--- src/hdl/noc_pkg.sv ---
package noc_pkg;

    // Payload and accumulator width
    localparam int DATA_W = 64;

    // Node address width, up to 16 hops
    localparam int NODE_W = 4;

    // Sequence tag width, wraps modulo 256
    localparam int TAG_W = 8;

    // Flit opcodes
    typedef enum logic [1:0] {
        OP_ACC    = 2'd0,
        OP_CLR    = 2'd1,
        OP_READ   = 2'd2,
        OP_RESULT = 2'd3
    } opcode_e;

    // Injection port word, 70 bits
    typedef struct packed {
        opcode_e             op;
        logic [NODE_W-1:0]   dest;
        logic [DATA_W-1:0]   data;
    } req_t;

    // Link and ejection word, 78 bits
    // Tag sits between the header and the payload
    typedef struct packed {
        opcode_e             op;
        logic [NODE_W-1:0]   dest;
        logic [TAG_W-1:0]    tag;
        logic [DATA_W-1:0]   data;
    } flit_t;

endpackage

--- src/hdl/flit_packer.sv ---
module flit_packer (
    input  logic          clk,
    input  logic          reset,
    input  logic          in_valid,
    input  noc_pkg::req_t in_req,
    output logic          flit_valid,
    output noc_pkg::flit_t flit
);

    import noc_pkg::*;

    // Tag for the next accepted request
    logic [TAG_W-1:0] tag_cnt;

    // Control path
    always_ff @(posedge clk or posedge reset) begin
        if (reset) begin
            flit_valid <= 1'b0;
            tag_cnt    <= '0;
        end else begin
            flit_valid <= in_valid;
            if (in_valid) begin
                tag_cnt <= tag_cnt + 1'b1;
            end
        end
    end

    // Payload path
    // Source credit already reserved the slot in hop 0, so no stall here
    always_ff @(posedge clk) begin
        if (in_valid) begin
            flit.op   <= in_req.op;
            flit.dest <= in_req.dest;
            flit.tag  <= tag_cnt;
            flit.data <= in_req.data;
        end
    end

endmodule

--- src/hdl/node_accumulator.sv ---
module node_accumulator (
    input  logic           clk,
    input  logic           reset,
    input  logic           exec,
    input  noc_pkg::flit_t op_flit,
    output noc_pkg::flit_t result_flit
);

    import noc_pkg::*;

    // Running sum of this node, wraps modulo 2^64
    logic [DATA_W-1:0] sum;

    always_ff @(posedge clk or posedge reset) begin
        if (reset) begin
            sum <= '0;
        end else if (exec) begin
            case (op_flit.op)
                OP_ACC: begin
                    sum <= sum + op_flit.data;
                end
                OP_CLR: begin
                    sum <= '0;
                end
                // READ and RESULT leave the sum alone
                default: begin
                    sum <= sum;
                end
            endcase
        end
    end

    // Reply flit built from the sum as it stands before this pop
    always_comb begin
        result_flit.op   = OP_RESULT;
        result_flit.dest = op_flit.dest;
        result_flit.tag  = op_flit.tag;
        result_flit.data = sum;
    end

endmodule

--- src/hdl/router_hop.sv ---
module router_hop #(
    parameter int NODE_ADDR = 0,
    parameter int BUF_DEPTH = 4
) (
    input  logic           clk,
    input  logic           reset,
    input  logic           in_valid,
    input  noc_pkg::flit_t in_flit,
    output logic           head_valid,
    output logic           needs_fwd,
    input  logic           pop,
    output logic           fwd_valid,
    output noc_pkg::flit_t fwd_flit
);

    import noc_pkg::*;

    localparam int PTR_W = (BUF_DEPTH > 1) ? $clog2(BUF_DEPTH) : 1;
    localparam int CNT_W = $clog2(BUF_DEPTH + 1);
    localparam logic [NODE_W-1:0] MY_ADDR = NODE_W'(NODE_ADDR);

    flit_t             buf_mem [BUF_DEPTH];
    logic [PTR_W-1:0]  wr_ptr;
    logic [PTR_W-1:0]  rd_ptr;
    logic [CNT_W-1:0]  count;

    flit_t             head;
    logic              is_local;
    logic              exec;
    flit_t             result_flit;

    // Circular pointer advance, depth need not be a power of two
    function automatic logic [PTR_W-1:0] next_ptr(input logic [PTR_W-1:0] ptr);
        if (ptr == PTR_W'(BUF_DEPTH - 1)) begin
            return '0;
        end
        return ptr + 1'b1;
    endfunction

    // Head decode
    assign head       = buf_mem[rd_ptr];
    assign head_valid = (count != '0);
    assign is_local   = (head.dest == MY_ADDR);
    // A local READ goes on as a RESULT
    assign needs_fwd  = !is_local || (head.op == OP_READ);
    assign exec       = pop && is_local;

    // Buffer storage
    always_ff @(posedge clk) begin
        if (in_valid) begin
            buf_mem[wr_ptr] <= in_flit;
        end
    end

    // Pointers and occupancy
    always_ff @(posedge clk or posedge reset) begin
        if (reset) begin
            wr_ptr <= '0;
            rd_ptr <= '0;
            count  <= '0;
        end else begin
            if (in_valid) begin
                wr_ptr <= next_ptr(wr_ptr);
            end
            if (pop) begin
                rd_ptr <= next_ptr(rd_ptr);
            end
            case ({in_valid, pop})
                2'b10:   count <= count + 1'b1;
                2'b01:   count <= count - 1'b1;
                default: count <= count;
            endcase
        end
    end

    // Forward register, one cycle after the pop
    always_ff @(posedge clk or posedge reset) begin
        if (reset) begin
            fwd_valid <= 1'b0;
        end else begin
            fwd_valid <= pop && needs_fwd;
        end
    end

    always_ff @(posedge clk) begin
        if (pop && needs_fwd) begin
            fwd_flit <= is_local ? result_flit : head;
        end
    end

    node_accumulator u_acc (
        .clk         (clk),
        .reset       (reset),
        .exec        (exec),
        .op_flit     (head),
        .result_flit (result_flit)
    );

endmodule

--- src/hdl/credit_ctrl.sv ---
module credit_ctrl #(
    parameter int NUM_NODES   = 4,
    parameter int BUF_DEPTH   = 4,
    parameter int OUT_CREDITS = 2
) (
    input  logic                 clk,
    input  logic                 reset,
    input  logic [NUM_NODES-1:0] head_valid,
    input  logic [NUM_NODES-1:0] needs_fwd,
    output logic [NUM_NODES-1:0] pop,
    input  logic                 out_credit,
    output logic                 in_credit
);

    localparam int MAX_CREDIT = (BUF_DEPTH > OUT_CREDITS) ? BUF_DEPTH : OUT_CREDITS;
    localparam int CNT_W      = $clog2(MAX_CREDIT + 1);

    // Credits of hop k toward its downstream side
    // Last entry counts free slots at the sink
    logic [CNT_W-1:0]     cnt [NUM_NODES];
    logic [NUM_NODES-1:0] take;
    logic [NUM_NODES-1:0] ret;
    logic [NUM_NODES-1:0] pop_q;

    // Pop returns a slot upstream one cycle later
    always_ff @(posedge clk or posedge reset) begin
        if (reset) begin
            pop_q <= '0;
        end else begin
            pop_q <= pop;
        end
    end

    assign in_credit = pop_q[0];

    for (genvar k = 0; k < NUM_NODES; k++) begin : g_link
        localparam int INIT = (k == NUM_NODES - 1) ? OUT_CREDITS : BUF_DEPTH;

        // Grant rule
        assign pop[k]  = head_valid[k] && (!needs_fwd[k] || (cnt[k] != '0));
        assign take[k] = pop[k] && needs_fwd[k];

        if (k == NUM_NODES - 1) begin : g_out
            assign ret[k] = out_credit;
        end else begin : g_mid
            assign ret[k] = pop_q[k+1];
        end

        always_ff @(posedge clk or posedge reset) begin
            if (reset) begin
                cnt[k] <= CNT_W'(INIT);
            end else begin
                case ({ret[k], take[k]})
                    2'b10:   cnt[k] <= cnt[k] + 1'b1;
                    2'b01:   cnt[k] <= cnt[k] - 1'b1;
                    default: cnt[k] <= cnt[k];
                endcase
            end
        end
    end

endmodule

--- src/hdl/noc_chain_top.sv ---
module noc_chain_top #(
    parameter int NUM_NODES   = 4,
    parameter int BUF_DEPTH   = 4,
    parameter int OUT_CREDITS = 2
) (
    input  logic           clk,
    input  logic           reset,
    input  logic           in_valid,
    input  noc_pkg::req_t  in_req,
    output logic           in_credit,
    output logic           out_valid,
    output noc_pkg::flit_t out_flit,
    input  logic           out_credit
);

    import noc_pkg::*;

    // Link k feeds hop k, link NUM_NODES is the ejection port
    logic [NUM_NODES:0]   link_valid;
    flit_t                link_flit [NUM_NODES+1];

    logic [NUM_NODES-1:0] head_valid;
    logic [NUM_NODES-1:0] needs_fwd;
    logic [NUM_NODES-1:0] pop;

    flit_packer u_packer (
        .clk        (clk),
        .reset      (reset),
        .in_valid   (in_valid),
        .in_req     (in_req),
        .flit_valid (link_valid[0]),
        .flit       (link_flit[0])
    );

    for (genvar k = 0; k < NUM_NODES; k++) begin : g_hop
        router_hop #(
            .NODE_ADDR (k),
            .BUF_DEPTH (BUF_DEPTH)
        ) u_hop (
            .clk        (clk),
            .reset      (reset),
            .in_valid   (link_valid[k]),
            .in_flit    (link_flit[k]),
            .head_valid (head_valid[k]),
            .needs_fwd  (needs_fwd[k]),
            .pop        (pop[k]),
            .fwd_valid  (link_valid[k+1]),
            .fwd_flit   (link_flit[k+1])
        );
    end

    // All link credits live in one place
    credit_ctrl #(
        .NUM_NODES   (NUM_NODES),
        .BUF_DEPTH   (BUF_DEPTH),
        .OUT_CREDITS (OUT_CREDITS)
    ) u_credit (
        .clk        (clk),
        .reset      (reset),
        .head_valid (head_valid),
        .needs_fwd  (needs_fwd),
        .pop        (pop),
        .out_credit (out_credit),
        .in_credit  (in_credit)
    );

    assign out_valid = link_valid[NUM_NODES];
    assign out_flit  = link_flit[NUM_NODES];

endmodule

--- config.mk ---
export PLATFORM = sky130hd
export DESIGN_NAME = noc_chain_top
export DESIGN_NICKNAME = d
export VERILOG_FILES = /design/src/hdl/noc_pkg.sv /design/src/hdl/flit_packer.sv /design/src/hdl/node_accumulator.sv /design/src/hdl/router_hop.sv /design/src/hdl/credit_ctrl.sv /design/src/hdl/noc_chain_top.sv
export SDC_FILE = /design/constraint.sdc
export NUM_CORES = 2
export LEC_CHECK = 0
export BUFFER_PORTS_ARGS = -buffer_cell sky130_fd_sc_hd__buf_2
export CORE_MARGIN = 1.5
export CORE_UTILIZATION = 45
export DETAILED_ROUTE_END_ITERATION = 6
export PLACE_DENSITY_LB_ADDON = 0.05
export SLEW_MARGIN = 15
export SYNTH_ARGS = -nofsm -noshare
export SYNTH_HDL_FRONTEND = slang
export SYNTH_HIERARCHICAL = 1
export SYNTH_SLANG_ARGS = --single-unit
--- constraint.sdc ---
create_clock -name clk -period 24.6 [get_ports clk]
set_clock_uncertainty 0.15 [all_clocks]
set_input_delay 2.46 -clock clk [delete_from_list [all_inputs] [get_ports clk]]
set_output_delay 2.46 -clock clk [all_outputs]
set_load 0.05 [all_outputs]
# Word level (Yosys, flattened, before mapping)
# Memory sizes are Yosys's and may differ from the RTL's.
# Cells that the tools add are included.
[totals]
register_bits = 703
n_memories = 4
in_bits = 74
out_inout_bits = 80
mem_bits_rw = 1248
word_cells = 228
[mem_list]
columns = ["memory", "depth", "word_bits", "rd", "rd_ports_with_merged_regs", "wr", "line", "text"]
rows = [
  ["g_hop[0].u_hop.buf_mem", 4, 78, 1, 0, 1, "router_hop.sv:22", "flit_t buf_mem [BUF_DEPTH];"],
  ["g_hop[1].u_hop.buf_mem", 4, 78, 1, 0, 1, "router_hop.sv:22", ""],
  ["g_hop[2].u_hop.buf_mem", 4, 78, 1, 0, 1, "router_hop.sv:22", ""],
  ["g_hop[3].u_hop.buf_mem", 4, 78, 1, 0, 1, "router_hop.sv:22", ""],
]
[op_classes]
n_eq_ne = 35
reduce_logical = 57
addsub = 29
n_mux = 56
[ops]
columns = ["op", "count"]
rows = [
  ["case mux 64 bit (2 select lines)", 4],
  ["adder 64 bit", 4],
  ["2-to-1 mux 64 bit", 4],
  ["case mux 3 bit (2 select lines)", 8],
  ["equality test 2 bit, second input constant", 20],
  ["2-to-1 mux 2 bit", 16],
  ["adder 3 x 1 -> 3 bit, second input constant", 8],
  ["equality test 2 x 1 -> 1 bit, second input constant", 12],
  ["2-to-1 mux 1 bit", 24],
  ["nonzero test 2 bit", 12],
  ["nonzero test 3 bit", 8],
  ["subtractor 3 x 1 -> 3 bit, second input constant", 8],
  ["adder 2 x 1 -> 2 bit, second input constant", 8],
  ["logical AND 1 bit", 12],
  ["adder 8 x 1 -> 8 bit, second input constant", 1],
  ["equality test 4 x 2 -> 1 bit, second input constant", 2],
  ["logical NOT 1 bit", 8],
  ["logical NOT 2 bit", 4],
  ["logical OR 1 bit", 8],
  ["AND reduction 2 bit", 4],
  ["equality test 4 x 1 -> 1 bit, second input constant", 1],
  ["logical NOT 4 bit", 1],
]

# Depth between registers and ports, before layout
# An unclocked memory read counts as a cell.
[logic_depth]
word_depth = 10
mapped_depth = 19
depth_no_buf = 16

# Hierarchy
# The synthesis kept the hierarchy.
[modules_own_cells]
columns = ["mod", "n_inst", "area_per_inst_um2", "seq_area_each_um2", "cells_each"]
rows = [
  ["router_hop at g_hop[1].u_hop ...", 2, 14931.8, 11911.4, 616],
  ["router_hop at g_hop[3].u_hop", 1, 15346.0, 11911.4, 619],
  ["router_hop at g_hop[0].u_hop", 1, 15069.5, 11911.4, 616],
  ["node_accumulator at g_hop[0].u_hop.u_acc ...", 2, 6351.1, 1601.5, 732],
  ["node_accumulator at g_hop[2].u_hop.u_acc ...", 2, 5916.9, 1601.5, 722],
  ["flit_packer", 1, 2712.6, 2567.5, 106],
  ["credit_ctrl", 1, 839.6, 405.4, 77],
]

# Worst setup path before layout
# OpenSTA, ideal clock, no wires.
[synth_timing]
kind = "register to register"
start = "register g_hop[0].u_hop.rd_ptr[0]"
end = "register g_hop[0].u_hop.fwd_valid"
path_stages_with_launch = 8
setup_ps = 725
path_slack_ps = 15576
required_time_ps = 23725
arrival_time_ps = 8149
synth_period_minus_slack_ps = 9024
cell_sequence = "dfrtp_1 buf_6 mux4_2 nor4_4 buf_6 nand2_1 a21boi_0 a21boi_0"
[synth_lines]
columns = ["item", "line", "text"]
rows = [
  ["start: declaration", "router_hop.sv:24", "logic [PTR_W-1:0] rd_ptr;"],
  ["start signal: assignment", "router_hop.sv:66", "rd_ptr <= next_ptr(rd_ptr);"],
  ["end signal: assignment", "router_hop.sv:81", "fwd_valid <= pop && needs_fwd;"],
  ["end: declaration", "router_hop.sv:12", "output logic fwd_valid,"],
]

==> impl_metrics.env <==
export IMPL_status="finished, final reports clean"
export IMPL_max_freq_ghz=0.1636
export IMPL_synth_edff_count=1638
export IMPL_max_stage_delay_ns=0.65
export IMPL_grt_first_pass_wirelength_mm=285.5
export IMPL_start_util=0.4532
export IMPL_drcViolationCount=0
export IMPL_routed_wl_mm=184.2
export IMPL_nFillCells=16310
export IMPL_htreeDepth=4
export IMPL_hpwl_mm=123.8
export IMPL_clk_pin_slew_worst_paths_ns=0.06
export IMPL_r2r_end="g_hop[2].u_hop/u_acc/sum[63]$_DFFE_PP0P_"
export IMPL_post_cts_resized=0
export IMPL_critPathSlowestCell="dfrtp_4"
export IMPL_ys_warn_count=6
export IMPL_antenna_cells=0
export IMPL_hold_end="g_hop[1].u_hop/count[2]$_DFFE_PP0P_"
export IMPL_cts_tree="done"
export IMPL_cts_root_buf="clkbuf_16"
export IMPL_num_vias=46460
export IMPL_clk_latency_ns=0.82
export IMPL_period_needed_ns=6.111
export IMPL_worstMarginPinSlew_ns=1.000
export IMPL_cp_end_kind="flop"
export IMPL_ys_flop_type="edfxtp_1"
export IMPL_hold_viol=0
export IMPL_die_area_mm2=0.1990
export IMPL_maxCapViolCount=0
export IMPL_pin_count=154
export IMPL_grt_max_degree=75
export IMPL_hold_ws_ns=0.3065
export IMPL_drt_met1_wl_mm=83.54
export IMPL_clock_sinks=1951
export IMPL_r2r_start="g_hop[2].u_hop/rd_ptr[0]$_DFFE_PP0P_"
export IMPL_postCtsSetupBuffers=0
export IMPL_worst_path_max_fanout=35
export IMPL_wl_met2_mm=89.86
export IMPL_tns_ns=0
export IMPL_r2r_slack_ns=18.49
export IMPL_required_ns=25.14
export IMPL_vias_per_cell=5.475
export IMPL_async_flop_share=0.1604
export IMPL_nets=6046
export IMPL_synthesis_area_mm2=0.08837
export IMPL_coreArea_mm2=0.1950
export IMPL_antenna_found_initial=0
export IMPL_die_y_um=446.1
export IMPL_wl_met3_mm=5.656
export IMPL_highest_signal_layer="met4"
export IMPL_max_slew_margin=0.3331
export IMPL_rsz0062_at_grt="no"
export IMPL_arrival_ns=6.65
export IMPL_post_place_cells=8096
export IMPL_critical_path_class="reg2reg"
export IMPL_hold_depth=1
export IMPL_grt_pass1_vias=47830
export IMPL_cp_cell_sequence="buf_4 -> buf_4 -> mux4_2 -> ha_1 -> nand3_1 -> nor3_1 -> nand2_1 -> nor3_1 -> nor4b_2 -> a21oi_2 -> a41oi_2 -> o21ai_1 -> a31oi_1 -> xnor2_1 -> nor3b_1 -> a221o_1"
export IMPL_critPathBufInv=2
export IMPL_synth_distinct_cells=109
export IMPL_multi_input_area_mm2=0.02927
export IMPL_row_count=162
export IMPL_io_buffers=153
export IMPL_numCtsBuffers=205
export IMPL_cts_buffer_depth=3
export IMPL_drive_gt1_frac=0.2220
export IMPL_area_delta_synth_final_pct=11.12
export IMPL_synth_seq_cells=1951
export IMPL_r2r_cells=16
export IMPL_holdBufCountCts=0
export IMPL_wl_per_cell_um=21.71
export IMPL_hold_path_class="reg2reg"
export IMPL_grt_overflow=0
export IMPL_cp_start_kind="flop"
export IMPL_die_x_um=446.1
export IMPL_gp_congestion=0.8773
export IMPL_synth_seq_area_share=0.6453
export IMPL_drt_pass1_iterations=5
export IMPL_syn_area_per_cell_um2=15.90
export IMPL_drv_slew=0
export IMPL_crit_family="simple AND/OR/NAND/NOR gates"
export IMPL_setup_viol_count_final=0
export IMPL_ant_nets=0
export IMPL_track_usage=0.1852
export IMPL_drtIter0Drc=2768
export IMPL_min_from="g_hop[1].u_hop/count[2]$_DFFE_PP0P_"
export IMPL_fin_crit_sh=0.2484
export IMPL_syn_instance_count=5558
export IMPL_path_depth=16
export IMPL_final_cells=8485
export IMPL_seqCellArea_mm2=0.05705
## routing by layer
layer,track usage,vias up
li1,-,21940
met1,0.2508,23410
met2,0.3093,825
met3,0.02585,289
met4,0.05862,0
met5,0,-
## worst max path at each step
stage | start | endpoint | slack (ns)
after floorplan | g_hop[0].u_hop/rd_ptr[0]$_DFFE_PP0P_ | g_hop[0].u_hop/fwd_valid$_DFF_PP0_ | 15.58
after global placement | g_hop[2].u_hop/rd_ptr[0]$_DFFE_PP0P_ | g_hop[2].u_hop/u_acc/sum[63]$_DFFE_PP0P_ | 18.38
after detailed placement | g_hop[2].u_hop/rd_ptr[0]$_DFFE_PP0P_ | g_hop[2].u_hop/u_acc/sum[63]$_DFFE_PP0P_ | 18.39
after CTS | g_hop[2].u_hop/rd_ptr[0]$_DFFE_PP0P_ | g_hop[2].u_hop/u_acc/sum[63]$_DFFE_PP0P_ | 18.37
after global routing | g_hop[2].u_hop/rd_ptr[0]$_DFFE_PP0P_ | g_hop[2].u_hop/u_acc/sum[63]$_DFFE_PP0P_ | 18.03
final | g_hop[2].u_hop/rd_ptr[0]$_DFFE_PP0P_ | g_hop[2].u_hop/u_acc/sum[63]$_DFFE_PP0P_ | 18.49
## kinds of logic after synthesis
group,synth area share
flip-flops,0.6453
AO/OA/AOI/OAI,0.09025
AND/OR/NAND/NOR,0.04789
multiplexers,0.1235
buffers and inverters,0.02510
adder cells (fa/ha/maj),0.04251
XOR/XNOR,0.02527
other,0.0001699
## metrics by stage
step / worst slack (ns) / util / instance area [µm²]
6_report: 18.49 / 0.5036 / 98190
3_5_place_dp: 18.39 / 0.4682 / 91300
2_1_floorplan: 15.58 / - / 88380
5_1_grt: 18.03 / 0.5036 / 98190
3_3_place_gp: 18.38 / 0.4682 / 91300
4_1_cts: 18.37 / 0.5036 / 98190
## state kept, by name, summed over array words and instances, names as in the netlist
name and flops:
g_hop.u_hop/buf_mem 1248, g_hop.u_hop/fwd_flit 312, g_hop.u_hop/u_acc/sum 256, u_packer/flit 78, g_hop.u_hop/count 12, u_credit/cnt 12
g_hop.u_hop/rd_ptr 8, g_hop.u_hop/wr_ptr 8, u_packer/tag_cnt 8, g_hop.u_hop/fwd_valid 4, u_credit/pop_q 4, u_packer/flit_valid 1
## synthesized netlist by cell type, drive strengths merged (136+ instances only)
library cell     n  area share
nand2          333       0.014
dfrtp          309       0.088
a21o           144       0.012
buf            175       0.014
xnor2          136       0.013
mux2           301       0.042
mux4           312       0.080
a21oi          292       0.018
o21ai          280       0.017
ha             281       0.040
edfxtp        1638        0.56
nor2           151      0.0065
## cell type report
cell class	instances	share of cell area
Timing Repair Buffer	209	0.01210
Clock inverter	127	0.01436
Clock buffer	262	0.05589
Inverter	133	0.005084
Sequential cell	1951	0.5810
Tap cell	2624	0.03344
Multi-Input combinational cell	3179	0.2981
## placed cells by master, fill, tap and decap left out, drive strengths merged, types with 16 or more instances in the layout
cell / count
a31oi: 32
dfrtp: 309
inv: 145
nand4: 51
a21boi: 21
o21bai: 62
clkinv: 79
nand2b: 34
o31ai: 34
a21oi: 292
nor2: 151
nor3: 49
mux4: 312
nand2: 333
xnor2: 136
a21o: 144
or3: 30
buf: 209
o21a: 16
mux2: 301
nand3: 78
and3: 23
edfxtp: 1638
xor2: 119
a22o: 110
ha: 281
o211ai: 22
and2: 32
bufinv: 25
nor2b: 27
o21ai: 280
clkbuf: 262
a211oi: 20
Power is left out: the tool's default activity adds up to more than one toggle a clock period on the data nets, which glitch-free logic cannot reach.
